<file path="src/include/soc_bus_defines.svh">
// Widths, address map and CLINT layout of the Wishbone fabric
// Regions are selected by the top address nibble only
// Offsets in a region at or beyond its size answer with err
`ifndef SOC_BUS_DEFINES_SVH
`define SOC_BUS_DEFINES_SVH

// Bus widths
`define SOC_ADDR_W 32
`define SOC_DATA_W 32
`define SOC_BE_W   (`SOC_DATA_W / 8)

// --------------------
// Address map
// --------------------
`define SOC_REGION_ROM   4'h0
`define SOC_REGION_CLINT 4'h2
`define SOC_REGION_GPIO  4'h4
`define SOC_REGION_RAM   4'h8

// Region sizes
`define SOC_ROM_WORDS   16
`define SOC_RAM_WORDS   256
`define SOC_CLINT_BYTES 32'h0001_0000

// ROM word k holds the seed XOR k
`define SOC_ROM_SEED 32'hB007_0000

// CLINT byte offsets, 64-bit registers take two words
`define SOC_CLINT_MSIP     32'h0000_0000
`define SOC_CLINT_MTIMECMP 32'h0000_4000
`define SOC_CLINT_MTIME    32'h0000_BFF8

`endif

</file>
<file path="src/hdl/soc_bus_pkg.sv">
// Shared bus types of the Wishbone fabric
// The address is one word with a region view and a word view
`default_nettype none

`include "soc_bus_defines.svh"

package soc_bus_pkg;

  // Region nibble and offset, used by the decoder
  typedef struct packed {
    logic [3:0]               region;
    logic [`SOC_ADDR_W-5:0]   offset;
  } addr_region_t;

  // Word index and byte lane, used by the targets
  typedef struct packed {
    logic [`SOC_ADDR_W-3:0]   index;
    logic [1:0]               lane;
  } addr_word_t;

  typedef union packed {
    addr_region_t rgn;
    addr_word_t   word;
  } wb_addr_u;

  // Wishbone classic request from the master
  typedef struct packed {
    logic                   cyc;
    logic                   stb;
    logic                   we;
    wb_addr_u               adr;
    logic [`SOC_BE_W-1:0]   sel;
    logic [`SOC_DATA_W-1:0] wdata;
  } wb_req_t;

  typedef struct packed {
    logic                   ack;
    logic                   err;
    logic [`SOC_DATA_W-1:0] rdata;
  } wb_rsp_t;

  // One-hot target select, all zero outside the accept cycle
  typedef struct packed {
    logic rom;
    logic ram;
    logic clint;
    logic err;
  } bus_sel_t;

  typedef struct packed {
    bus_sel_t               sel;
    logic                   we;
    wb_addr_u               adr;
    logic [`SOC_BE_W-1:0]   be;
    logic [`SOC_DATA_W-1:0] wdata;
  } bus_access_t;

  typedef struct packed {
    logic [`SOC_DATA_W-1:0] rom;
    logic [`SOC_DATA_W-1:0] ram;
    logic [`SOC_DATA_W-1:0] clint;
  } tgt_rdata_t;

  // Byte-lane merge of write data into an old word
  function automatic logic [`SOC_DATA_W-1:0] merge_be(
    input logic [`SOC_DATA_W-1:0] old_word,
    input logic [`SOC_DATA_W-1:0] new_word,
    input logic [`SOC_BE_W-1:0]   be
  );
    logic [`SOC_DATA_W-1:0] res;
    res = old_word;
    for (int i = 0; i < `SOC_BE_W; i++) begin
      if (be[i]) begin
        res[i*8 +: 8] = new_word[i*8 +: 8];
      end
    end
    return res;
  endfunction

endpackage

`default_nettype wire

</file>
<file path="src/hdl/boot_rom.sv">
// Boot ROM, image built at elaboration from the seed rule
// Read word is registered at the accept edge, valid with ack
`timescale 1ns/1ps
`default_nettype none

`include "soc_bus_defines.svh"

module boot_rom (
  input  logic                     clk_i,
  input  logic                     rst_ni,
  input  soc_bus_pkg::bus_access_t access_i,
  output logic [`SOC_DATA_W-1:0]   rdata_o
);

  localparam int unsigned RomAw = $clog2(`SOC_ROM_WORDS);

  logic [`SOC_DATA_W-1:0] rom_mem [`SOC_ROM_WORDS];
  logic [RomAw-1:0]       idx;

  for (genvar k = 0; k < `SOC_ROM_WORDS; k++) begin : g_image
    assign rom_mem[k] = `SOC_ROM_SEED ^ `SOC_DATA_W'(k);
  end

  assign idx = access_i.adr.word.index[RomAw-1:0];

  always_ff @(posedge clk_i or negedge rst_ni) begin
    if (!rst_ni) begin
      rdata_o <= '0;
    end else if (access_i.sel.rom) begin
      rdata_o <= rom_mem[idx];
    end
  end

endmodule

`default_nettype wire

</file>
<file path="config.mk">
export PLATFORM = sky130hd
export DESIGN_NAME = boot_rom
export DESIGN_NICKNAME = d
export VERILOG_FILES = /design/src/hdl/soc_bus_pkg.sv /design/src/hdl/boot_rom.sv
export VERILOG_INCLUDE_DIRS = /design/src /design/src/include
export SDC_FILE = /design/constraint.sdc
export NUM_CORES = 1
export LEC_CHECK = 0
export BUFFER_PORTS_ARGS = -buffer_cell sky130_fd_sc_hd__buf_2
export CORE_MARGIN = 10
export CORE_UTILIZATION = 22
export CTS_BUF_LIST = sky130_fd_sc_hd__clkbuf_4 sky130_fd_sc_hd__clkbuf_8
export DETAILED_ROUTE_END_ITERATION = 7
export PLACE_DENSITY_LB_ADDON = 0.2
export RECOVER_POWER = 50
export SYNTH_ARGS = -nofsm -noshare
export SYNTH_HDL_FRONTEND = slang
export SYNTH_SLANG_ARGS = --single-unit
</file>
<file path="constraint.sdc">
create_clock -name clk_i -period 1.45 [get_ports clk_i]
set_clock_uncertainty 0.15 [all_clocks]
set_input_delay 0 -clock clk_i [delete_from_list [all_inputs] [get_ports clk_i]]
set_output_delay 0 -clock clk_i [all_outputs]
set_load 0.03 [all_outputs]
</file>
# == Word level (Yosys, flattened, before mapping) ==
# Memory sizes are Yosys's and may differ from the RTL's. A register that Yosys moved wholly into a read port is not among the register bits.
# Cells that the tools add are included.
# word_totals
register_bits,0
romBits,512
input_bits,75
output_inout_bits,32
memories,1
# classes
bitwise,1
reduce_logical,1
# mem_list
memory,depth,width,rd,rd_clocked_by_memory_dff,wr,line,text
(no name shown),16,32,1,1,0,boot_rom.sv:30,rdata_o <= rom_mem[idx];
# ops
operator,count
$not 4->5,1
$logic_not 1->1,1

# == Depth between registers and ports, before layout ==
# Gate-level depths: netlist of the first run.
# depth
word_depth,1
mapped_depth,1
depth_no_buf,1

# == Worst setup path before layout of the first run ==
# Ideal clock, no wire load.
# synth_timing
path_kind,flip-flop to flip-flop
startpoint,reg rdata_o[28] (netlist name)
endpoint,reg rdata_o[28]
setup_ns,0.127
arrival_ns,0.826
setup_slack_ns,0.347
path_stages_with_launch,2
path_buffers,0
cell_sequence,dfrtp_1 > or2_2
# synth_rtl
item,line,text
to (decl),boot_rom.sv:12,output logic [`SOC_DATA_W-1:0] rdata_o

# == Final worst setup path of the first run ==
# layout_timing
startpoint,in access_i[72] in the netlist's numbering
endpoint,reg rdata_o[1]
# layout_rtl
item,line,text
from (decl),boot_rom.sv:11,"input soc_bus_pkg::bus_access_t access_i,"
# No word-level cell between the ends.

==> results of run 1 <==
[cells by family (layout without fill, tap and decap cells)]
family,Yosys count,in the layout,synth area share (%)
buf+inv,27,27,52.9
simple gates,1,1,1.64
mux,4,4,11.8
flops,5,5,32.7
other cells,1,22,0.979
[area by class of cell]
type	instances	share of cell area, %
Tap cell	17	4.71
Sequential cell	5	27.7
Multi-Input combinational cell	27	29.6
Clock buffer	4	6.65
Timing Repair Buffer	23	31.3
[power breakdown]
| part | internal [mW] | switching, mW |
|---|---|---|
| clock | 0.123 | 0.0582 |
| combinational | 0.0316 | 0.116 |
| sequential | 0.151 | 0.00500 |
[routing by layer]
metal / wire length, um / vias up
met1: 321 / 104
li1: - / 110
met2: 319 / 28
met4: 0 / 0
met3: 211 / 0
met5: 0 / -
[critical path, cell delays in order]
cell           delay (ps)
dlygate4sd3_1         530
clkbuf_1              220
mux2_2                370
[worst max path at each step]
stage          depth (start not counted)  slack, ps                    start                      end
3_5_place_dp                           1        490  rdata_o[28]$_DFFE_PN0P_  rdata_o[28]$_DFFE_PN0P_
4_1_cts                                3        400             access_i[72]   rdata_o[0]$_DFFE_PN0P_
3_3_place_gp                           1        500  rdata_o[28]$_DFFE_PN0P_  rdata_o[28]$_DFFE_PN0P_
2_1_floorplan                          1        350  rdata_o[28]$_DFFE_PN0P_  rdata_o[28]$_DFFE_PN0P_
6_report                               3        300             access_i[72]   rdata_o[1]$_DFFE_PN0P_
5_1_grt                                3        260             access_i[72]   rdata_o[0]$_DFFE_PN0P_
[per-stage QoR]
step	instance area (sq um)	total power [mW]
after global routing	452	0.524
final	452	0.485
after detailed placement	360	0.293
after global placement	360	0.293
after floorplan	462	0.313
after CTS	460	0.496
[synthesized netlist by cell type]
cell and number:
conb_1 1, buf_4 27, dfrtp_1 5, or2_2 1, mux2_2 4
[repair_timing]
item / 4_1_cts / 5_1_grt
endpoints found under the hold margin: 10 / 0
endpoints found under the setup margin: 0 / 0
hold buffers: 7 / 0
==> summary.md, run 1 <==
| Metric | Value |
|---|---|
| Worst-case hold path end point | `rdata_o[0]$_DFFE_PN0P_` |
| Max Cap Viol | `0` |
| Clock H-tree levels | `1` |
| P&R area growth vs syn | `18.0%` |
| Post-route DRC | `0` |
| First-pass GRT wire length | `979 um` |
| Die area | `between 3000 and 4000 sq um` |
| Min-delay worst type | `flip-flop to flip-flop` |
| Fin crit period | `1150 ps` |
| RSZ-0062 raised after global routing | `no` |
| Pre-CTS worst setup slack | `493 ps` |
| Routed vias | `242` |
| Final WL | `852 um` |
| R2R depth | `1` |
| Mapped Cells | `38` |
| Worst-path fanout max | `5` |
| Storage cell area | `125 sq um` |
| Hold Vio Cnt, Final | `0` |
| Synth warn | `0` |
| Share of cells above drive strength 1 | `between 30% and 40%` |
| Pwr dens | `1070 nW/um^2` |
| N_diodes | `0` |
| R2R Setup Slk | `480 ps` |
| Hold WS | `353 ps` |
| Netlist cell types | `5` |
| Multi-input logic area | `~130 sq um` |
| Largest registers | `rdata_o x5` |
| Final WS setup | `301 ps` |
| Post-DR vias/cell | `about 3.2` |
| Non-Filler Instances | `76` |
| Routed wire length per instance | `roughly 11 um` |
| Postcts setup bufs | `0` |
| Port bufs | `16` |
| Top Usage Layer GRT | `met2` |
| Critical path arrival | `1120 ps` |
| Synth Cell Area | `about 380 sq um` |
| Die Y | `61.7 um` |
| GR Layer Usage met2 | `4.69%` |
| Post-Route Setup TNS | `0 ps` |
| Most frequent cells in the layout | `conb_1 (22), buf_2 (9), dlygate4sd3_1 (7), clkbuf_1 (7), dfrtp_1 (5)` |
| Routed Antenna Nets | `0` |
| Syn_area_per_cell | `10.1 sq um` |
| Commonest non-fill, non-tap cell in the layout | `conb_1` |
| Worst Setup End Kind | `flip-flop` |
| Largest cells by area after synthesis | `buf_4 (53%), dfrtp_1 (33%), mux2_2 (12%), or2_2 (1.6%), conb_1 (0.98%)` |
| Final net count | `135` |
| Gpl congestion | `roughly 0.57` |
| Met1 Usage GRT | `under 10%` |
| Num rows | `15` |
| Met3 Use GR | `under 10%` |
| # setup viols final | `0` |
| Largest net degree at the start of global routing | `8` |
| Synth top area share | `52.9%` |
| Clock Latency Late Sink | `roughly 240 ps` |
| CTS Root Cell | `clkbuf_4` |
| Max Fclk | `871 MHz` |
| Core ar. | `around 1700 sq um` |
| Reg2reg start | `rdata_o[28]$_DFFE_PN0P_` |
| DRC marker count from the first detailed-route iteration | `5` |
| Clock transition at path regs | `40 ps` |
| Clk buf depth | `2` |
| Clock sinks | `5` |
| Total grt overflow | `0` |
| TritonCTS Buffers | `3` |
| DP Wirelength | `709 um` |
| Initial antenna violation count | `0` |
| Crit Path Class | `input pin to flip-flop` |
| Hold Path Cell Cnt | `1` |
| Fin util | `26.7%` |
| Reg-to-reg endpoint | `rdata_o[28]$_DFFE_PN0P_` |
| CTS tree | `built` |
| Die X | `approximately 62 um` |
| TritonRoute pass-1 iters | `2` |
| Yosys reg bits | `5` |
| Total Routing Usage GR | `3.98%` |
| Fillers | `195` |
| Initial Util | `22.7%` |
| Yosys top cell by area | `buf_4` |
| Status | `finished, final reports clean` |
| Vias in the first global route | `214` |
| Resize count post-CTS | `0` |
| IO Pins | `roughly 110` |
| HP Start | `rdata_o[0]$_DFFE_PN0P_` |
| Sequential fraction of the synthesis area | `between 30% and 40%` |
| Max reg flops | `5` |
| Placed cell count | `65` |
| VDD IR max | `0.000250 V` |
| Crit start category | `input pin` |
| Worst Path Required | `~1400 ps` |
| Largest reg by FF count | `rdata_o` |
| Final Cycle Share | `approximately four fifths` |
| Pins Over Slew Limit | `0` |
| Pleak | `0.228 nW` |
No activity file was read; power rests on OpenSTA's default activity.
==> run 2, diff against run 1 <==
--- a/config.mk
+++ b/config.mk
@@ -8,7 +8,7 @@
 export LEC_CHECK = 0
 export BUFFER_PORTS_ARGS = -buffer_cell sky130_fd_sc_hd__buf_2
 export CORE_MARGIN = 10
-export CORE_UTILIZATION = 22
+export CORE_UTILIZATION = 20
 export CTS_BUF_LIST = sky130_fd_sc_hd__clkbuf_4 sky130_fd_sc_hd__clkbuf_8
 export DETAILED_ROUTE_END_ITERATION = 7
 export PLACE_DENSITY_LB_ADDON = 0.2
==> constraint.sdc (replaced) <==
create_clock -name clk_i -period 1.19 [get_ports clk_i]
set_clock_uncertainty 0.15 [all_clocks]
set_input_delay 0 -clock clk_i [delete_from_list [all_inputs] [get_ports clk_i]]
set_output_delay 0 -clock clk_i [all_outputs]
set_load 0.03 [all_outputs]
==> run 2 against run 1 <==
  * Die area increased by 6.7%
  * Worst setup slack got worse by 170 ps
  * Hold slack worse by 0.51 ps
  * Count of clock-buffer cells in the layout stayed put
  * Combinational power grew 22%
  * Highest routed layer unchanged
==> summary.md, run 2 (same netlist as run 1, synthesis figures left out) <==
| Metric | Value |
|---|---|
| Status | `finished, final reports clean (unchanged)` |
| DP Wirelength | `738 um (was 709 um)` |
| Max Cap Viol | `0 (unchanged)` |
| Final WL | `896 um (was 852 um)` |
| Pleak | `0.233 nW (was 0.228 nW)` |
| Crit path from | `rdata_o[1]$_DFFE_PN0P_ (was access_i[72])` |
| Port bufs | `16 (unchanged)` |
| Final Cycle Share | `89.0%` |
| # setup viols final | `0 (unchanged)` |
| Crit Path Class | `flip-flop to output pin (was input pin to flip-flop)` |
| Hold WS | `352 ps (was 353 ps)` |
| Final WS setup | `131 ps (was 301 ps)` |
| P&R area growth vs syn | `21.6% (was 18.0%)` |
| Num rows | `15 (unchanged)` |
| Die Y | `63.8 um (was 61.7 um)` |
| Total Routing Usage GR | `4.06% (was 3.98%)` |
| Reg2reg start | `rdata_o[28]$_DFFE_PN0P_ (unchanged)` |
| Largest reg by FF count | `rdata_o (unchanged)` |
| Max Fclk | `~940 MHz` |
| Commonest non-fill, non-tap cell in the layout | `conb_1 (unchanged)` |
| Routed wire length per instance | `10.7 um (was 11.2 um)` |
| Design Area, Final | `465 sq um (was 452 sq um)` |
| Vias in the first global route | `302 (was 214)` |
| Post-DR vias/cell | `2.88 (was 3.18)` |
| First-pass GRT wire length | `1360 um (was 979 um)` |
| VDD IR max | `0.000466 V (was 0.000250 V)` |
| Pwr dens | `1280 nW/um^2 (was 1070 nW/um^2)` |
| R2R depth | `1 (unchanged)` |
| Initial Util | `21.7% (was 22.7%)` |
| Final net count | `135 (unchanged)` |
| Core ar. | `1760 sq um (was 1690 sq um)` |
| Clock sinks | `5 (unchanged)` |
| TritonRoute pass-1 iters | `1 (was 2)` |
| Clock H-tree levels | `1 (unchanged)` |
| Clock Latency Late Sink | `240 ps (about the same)` |
| Share of cells above drive strength 1 | `35.6% (was 30.5%)` |
| Gpl congestion | `0.642 (was 0.570)` |
| Clock transition at path regs | `50 ps (was 40 ps)` |
| Initial antenna violation count | `0 (unchanged)` |
| CP max stage delay | `340 ps (was 530 ps)` |
| CTS Root Cell | `clkbuf_4 (unchanged)` |
| Min-delay worst type | `flip-flop to flip-flop (unchanged)` |
| Worst Path Required | `1040 ps (was 1420 ps)` |
| CP Cell Sequence | `clkbuf_1 (was dlygate4sd3_1 > clkbuf_1 > mux2_2)` |
| Worst-path fanout max | `2 (was 5)` |
| Buf/Inv on CP | `1 (was 2)` |
| Pins Over Slew Limit | `0 (unchanged)` |
| Post-route DRC | `0 (unchanged)` |
| Crit start category | `flip-flop (was input pin)` |
| Hold-fix buffers, CTS | `7 (unchanged)` |
| Critical path arrival | `910 ps (was 1120 ps)` |
| Resize count post-CTS | `0 (unchanged)` |
| Max reg flops | `5 (unchanged)` |
| Largest registers | `rdata_o x5 (unchanged)` |
| DRC marker count from the first detailed-route iteration | `0 (was 5)` |
| Most frequent cells in the layout | `conb_1 (22), buf_2 (12), dlygate4sd3_1 (7) (was conb_1 (22), buf_2 (9), dlygate4sd3_1 (7), clkbuf_1 (7), dfrtp_1 (5))` |
| RSZ-0062 raised after global routing | `no (unchanged)` |
| Routed vias | `242 (unchanged)` |
| Largest net degree at the start of global routing | `8 (unchanged)` |
| Clk buf depth | `2 (unchanged)` |
| N_diodes | `0 (unchanged)` |
| Postcts setup bufs | `0 (unchanged)` |
| Post-Route Setup TNS | `0 ps (unchanged)` |
| Routed Antenna Nets | `0 (unchanged)` |
| Post-Place Cell Area | `370 sq um (was 360 sq um)` |
| Fin crit period | `roughly 1100 ps` |
| Hold Path Cell Cnt | `1 (unchanged)` |
| Hold Vio Cnt, Final | `0 (unchanged)` |
| IO Pins | `107 (unchanged)` |
| Worst Setup End Kind | `output pin (was flip-flop)` |
| Pre-CTS worst setup slack | `205 ps (was 493 ps)` |
| HP Start | `rdata_o[2]$_DFFE_PN0P_ (was rdata_o[0]$_DFFE_PN0P_)` |
| Fillers | `203 (was 195)` |
| Top delay family on crit path | `flip-flops (was buffers and inverters)` |
| WP depth | `1 (was 3)` |
| TritonCTS Buffers | `3 (unchanged)` |
| Slowest cell on crit path | `dfrtp_1 (was dlygate4sd3_1)` |
| CTS tree | `built (unchanged)` |
| Total grt overflow | `0 (unchanged)` |
| Die area | `4060 sq um (was 3810 sq um)` |
| Die X | `63.8 um (was 61.7 um)` |
-- run 2: layout make-up --
cell class              instances  area, sq um  share of cell area [%]
multi-input cells              27          134                    28.8
well taps                      25         31.3                    6.72
flip-flops and latches          5          125                    26.9
repair buffers                 23          145                    31.2
clock buffers                   4         30.0                    6.45
-- run 2: stage by stage --
stage                     std cells  utilization [%]  total power, mW
after floorplan                  59                -            0.381
after global placement           73             21.0            0.357
after detailed placement         73             21.0            0.357
after CTS                        84             26.7            0.604
after global routing             84             26.4            0.628
final                            84             26.4            0.595
-- run 2: path summary, 6_finish.rpt --
kind / endpoint / slack [ps]
setup / recovery: rdata_o[1] / 130
hold / removal: rdata_o[2]$_DFFE_PN0P_ / 350
setup reg to reg: rdata_o[28]$_DFFE_PN0P_ / 200
hold reg to reg: rdata_o[2]$_DFFE_PN0P_ / 350
max in group asynchronous: rdata_o[3]$_DFFE_PN0P_ / 170
min in group asynchronous: rdata_o[0]$_DFFE_PN0P_ / 520
-- run 2: metal layers --
layer	track usage [%]	wire length (um)	part of all wire (%)	vias up
li1	-	-	-	110
met1	4.81	388	43	99
met2	3.89	272	30	33
met3	5.05	236	26	0
met4	1.64	0	0	0
met5	0	0	0	-
-- run 2: where the power goes --
part / internal [mW] / switching, mW / total, mW
Clock: 0.150 / 0.0741 / 0.224
Combinational: 0.0390 / 0.141 / 0.180
Sequential: 0.184 / 0.00683 / 0.191
Total: 0.373 / 0.222 / 0.595
==> run 3, diff against run 2 <==
--- a/config.mk
+++ b/config.mk
@@ -6,13 +6,14 @@
 export SDC_FILE = /design/constraint.sdc
 export NUM_CORES = 1
 export LEC_CHECK = 0
-export BUFFER_PORTS_ARGS = -buffer_cell sky130_fd_sc_hd__buf_2
+export BUFFER_PORTS_ARGS = -buffer_cell sky130_fd_sc_hd__clkbuf_2
 export CORE_MARGIN = 10
 export CORE_UTILIZATION = 20
 export CTS_BUF_LIST = sky130_fd_sc_hd__clkbuf_4 sky130_fd_sc_hd__clkbuf_8
 export DETAILED_ROUTE_END_ITERATION = 7
+export HOLD_SLACK_MARGIN = 0.05
 export PLACE_DENSITY_LB_ADDON = 0.2
-export RECOVER_POWER = 50
+export RECOVER_POWER = 25
 export SYNTH_ARGS = -nofsm -noshare
 export SYNTH_HDL_FRONTEND = slang
 export SYNTH_SLANG_ARGS = --single-unit
==> run 3 against run 2 <==
  * Die area unchanged
  * Via count increased by 4.5%
  * Register-to-register slack about the same
  * Sequential power about the same
  * Flip-flop and latch count unchanged
  * Total power increased by 0.29%
  * Cell area unchanged
  * Global-route usage increased by 0.32 points
  * Hold slack improved by 0.88 ps
  * Routed wire length increased by 1.5%
  * Maximum frequency decreased by 2.5%
  * First-iteration DRC count increased by 2
  * Critical path type unchanged
==> summary.md, run 3 (same netlist as run 1, synthesis figures left out) <==
| Metric | Value |
|---|---|
| Min-delay worst type | `flip-flop to flip-flop (unchanged)` |
| Initial antenna violation count | `0 (unchanged)` |
| Hold Vio Cnt, Final | `0 (unchanged)` |
| RSZ-0062 raised after global routing | `no (unchanged)` |
| CTS Root Cell | `clkbuf_4 (unchanged)` |
| Max Cap Viol | `0 (unchanged)` |
| Max Fclk | `921 MHz (was 944 MHz)` |
| Worst Setup End Kind | `output pin (unchanged)` |
| Crit path from | `rdata_o[28]$_DFFE_PN0P_ (was rdata_o[1]$_DFFE_PN0P_)` |
| TritonRoute pass-1 iters | `2 (was 1)` |
| Final WL | `909 um (was 896 um)` |
| Reg2reg start | `rdata_o[28]$_DFFE_PN0P_ (unchanged)` |
| Post-DR vias/cell | `3.01 (was 2.88)` |
| Largest net degree at the start of global routing | `8 (unchanged)` |
| Die area | `4060 sq um (unchanged)` |
| HP Start | `rdata_o[2]$_DFFE_PN0P_ (unchanged)` |
| Clk buf depth | `2 (unchanged)` |
| Most frequent cells in the layout | `conb_1 (22), clkbuf_2 (12), dlygate4sd3_1 (7) (was conb_1 (22), buf_2 (12), dlygate4sd3_1 (7))` |
| Pwr dens | `1280 nW/um^2 (about the same)` |
| Routed wire length per instance | `10.8 um (was 10.7 um)` |
| First-pass GRT wire length | `1410 um (was 1360 um)` |
| Clock transition at path regs | `50 ps (about the same)` |
| Slowest cell on crit path | `dfrtp_1 (unchanged)` |
| # setup viols final | `0 (unchanged)` |
| Vias in the first global route | `289 (was 302)` |
| Largest registers | `rdata_o x5 (unchanged)` |
| Core ar. | `1760 sq um (unchanged)` |
| Initial Util | `21.7% (unchanged)` |
| DRC marker count from the first detailed-route iteration | `2 (was 0)` |
| IO Pins | `107 (unchanged)` |
| Fillers | `203 (unchanged)` |
| Total Routing Usage GR | `4.37% (was 4.06%)` |
| Commonest non-fill, non-tap cell in the layout | `conb_1 (unchanged)` |
| VDD IR max | `0.000514 V (was 0.000466 V)` |
| Buf/Inv on CP | `1 (unchanged)` |
| Gpl congestion | `0.641 (was 0.642)` |
| P&R area growth vs syn | `21.6% (unchanged)` |
| Largest reg by FF count | `rdata_o (unchanged)` |
| Max reg flops | `5 (unchanged)` |
| Die Y | `63.8 um (unchanged)` |
| Pleak | `0.243 nW (was 0.233 nW)` |
| Fin crit period | `1090 ps (was 1060 ps)` |
| Final net count | `135 (unchanged)` |
| Post-Route Setup TNS | `0 ps (unchanged)` |
| Status | `finished, final reports clean (unchanged)` |
| Total grt overflow | `0 (unchanged)` |
| N_diodes | `0 (unchanged)` |
| Clock Latency Late Sink | `250 ps (was 240 ps)` |
| Pins Over Slew Limit | `0 (unchanged)` |
| Clock H-tree levels | `1 (unchanged)` |
| Final Cycle Share | `91.3% (was 89.0%)` |
| Num rows | `15 (unchanged)` |
| Clock sinks | `5 (unchanged)` |
| Port bufs | `16 (unchanged)` |
| Crit start category | `flip-flop (unchanged)` |
| Routed Antenna Nets | `0 (unchanged)` |
| CTS tree | `built (unchanged)` |
| Die X | `63.8 um (unchanged)` |
| DP Wirelength | `753 um (was 738 um)` |
| TritonCTS Buffers | `3 (unchanged)` |
| Resize count post-CTS | `0 (unchanged)` |
| CP max stage delay | `440 ps (was 340 ps)` |
| Routed vias | `253 (was 242)` |
| Worst-path fanout max | `7 (was 2)` |
| Crit Path Class | `flip-flop to output pin (unchanged)` |
| Worst Path Required | `1040 ps (about the same)` |
| Share of cells above drive strength 1 | `35.6% (unchanged)` |
| Fin util | `26.4% (unchanged)` |
| Postcts setup bufs | `0 (unchanged)` |
| Post-route DRC | `0 (unchanged)` |
| Top delay family on crit path | `flip-flops (unchanged)` |
| CP Cell Sequence | `clkbuf_2 (was clkbuf_1)` |
| Critical path arrival | `940 ps (was 910 ps)` |
==> run 3: cell count changes in the layout (fill, tap and decap cells not counted), sizes merged <==
cell,change
clkbuf,+12
buf,-12
==> run 3: repair_timing <==
item	in CTS	in global routing
hold endpoints to repair	10	0
hold buffers	7	0
endpoints found under the setup margin	0	0
==> run 3: metal layers <==
layer	global-route usage (%)	vias up	share of wire (%)	wire length, um
met3	6.79	0	33	296
met4	2.46	0	0	0
met5	0	-	0	0
li1	-	112	-	-
met2	4.27	33	32	289
met1	4.12	108	36	323
==> run 3: path summary, 6_finish.rpt <==
check	cells past startpoint	end	slack (ps)
min reg2reg	1	rdata_o[2]$_DFFE_PN0P_	350
min in group asynchronous	3	rdata_o[0]$_DFFE_PN0P_	510
min	1	rdata_o[2]$_DFFE_PN0P_	350
max	1	rdata_o[16]	100
max in group asynchronous	3	rdata_o[2]$_DFFE_PN0P_	190
max reg2reg	1	rdata_o[28]$_DFFE_PN0P_	200
==> run 3: metrics by stage <==
stage	hold slack (ps)	total power [mW]	std cells	cell area, sq um	setup slack [ps]
CTS	361	0.607	84	470	92.6
detailed placement	-327	0.357	73	370	206
finish	353	0.597	84	465	104
floorplan	-446	0.381	59	462	87.0
global route	386	0.638	84	465	54.2
global placement	-321	0.358	73	370	210
==> run 3: layout make-up <==
class | instances | area (sq um) | area share (%)
well taps | 25 | 31.3 | 6.72
clock buffers | 4 | 30.0 | 6.45
flip-flops and latches | 5 | 125 | 26.9
repair buffers | 23 | 145 | 31.2
multi-input cells | 27 | 134 | 28.8
==> run 3: report_power, final <==
group / leakage, nW / total, mW / switching [mW] / internal (mW)
Combinational: 0.169 / 0.181 / 0.142 / 0.0390
Clock: 0.0184 / 0.224 / 0.0746 / 0.150
Sequential: 0.0555 / 0.191 / 0.00682 / 0.184
Total: 0.243 / 0.597 / 0.224 / 0.373
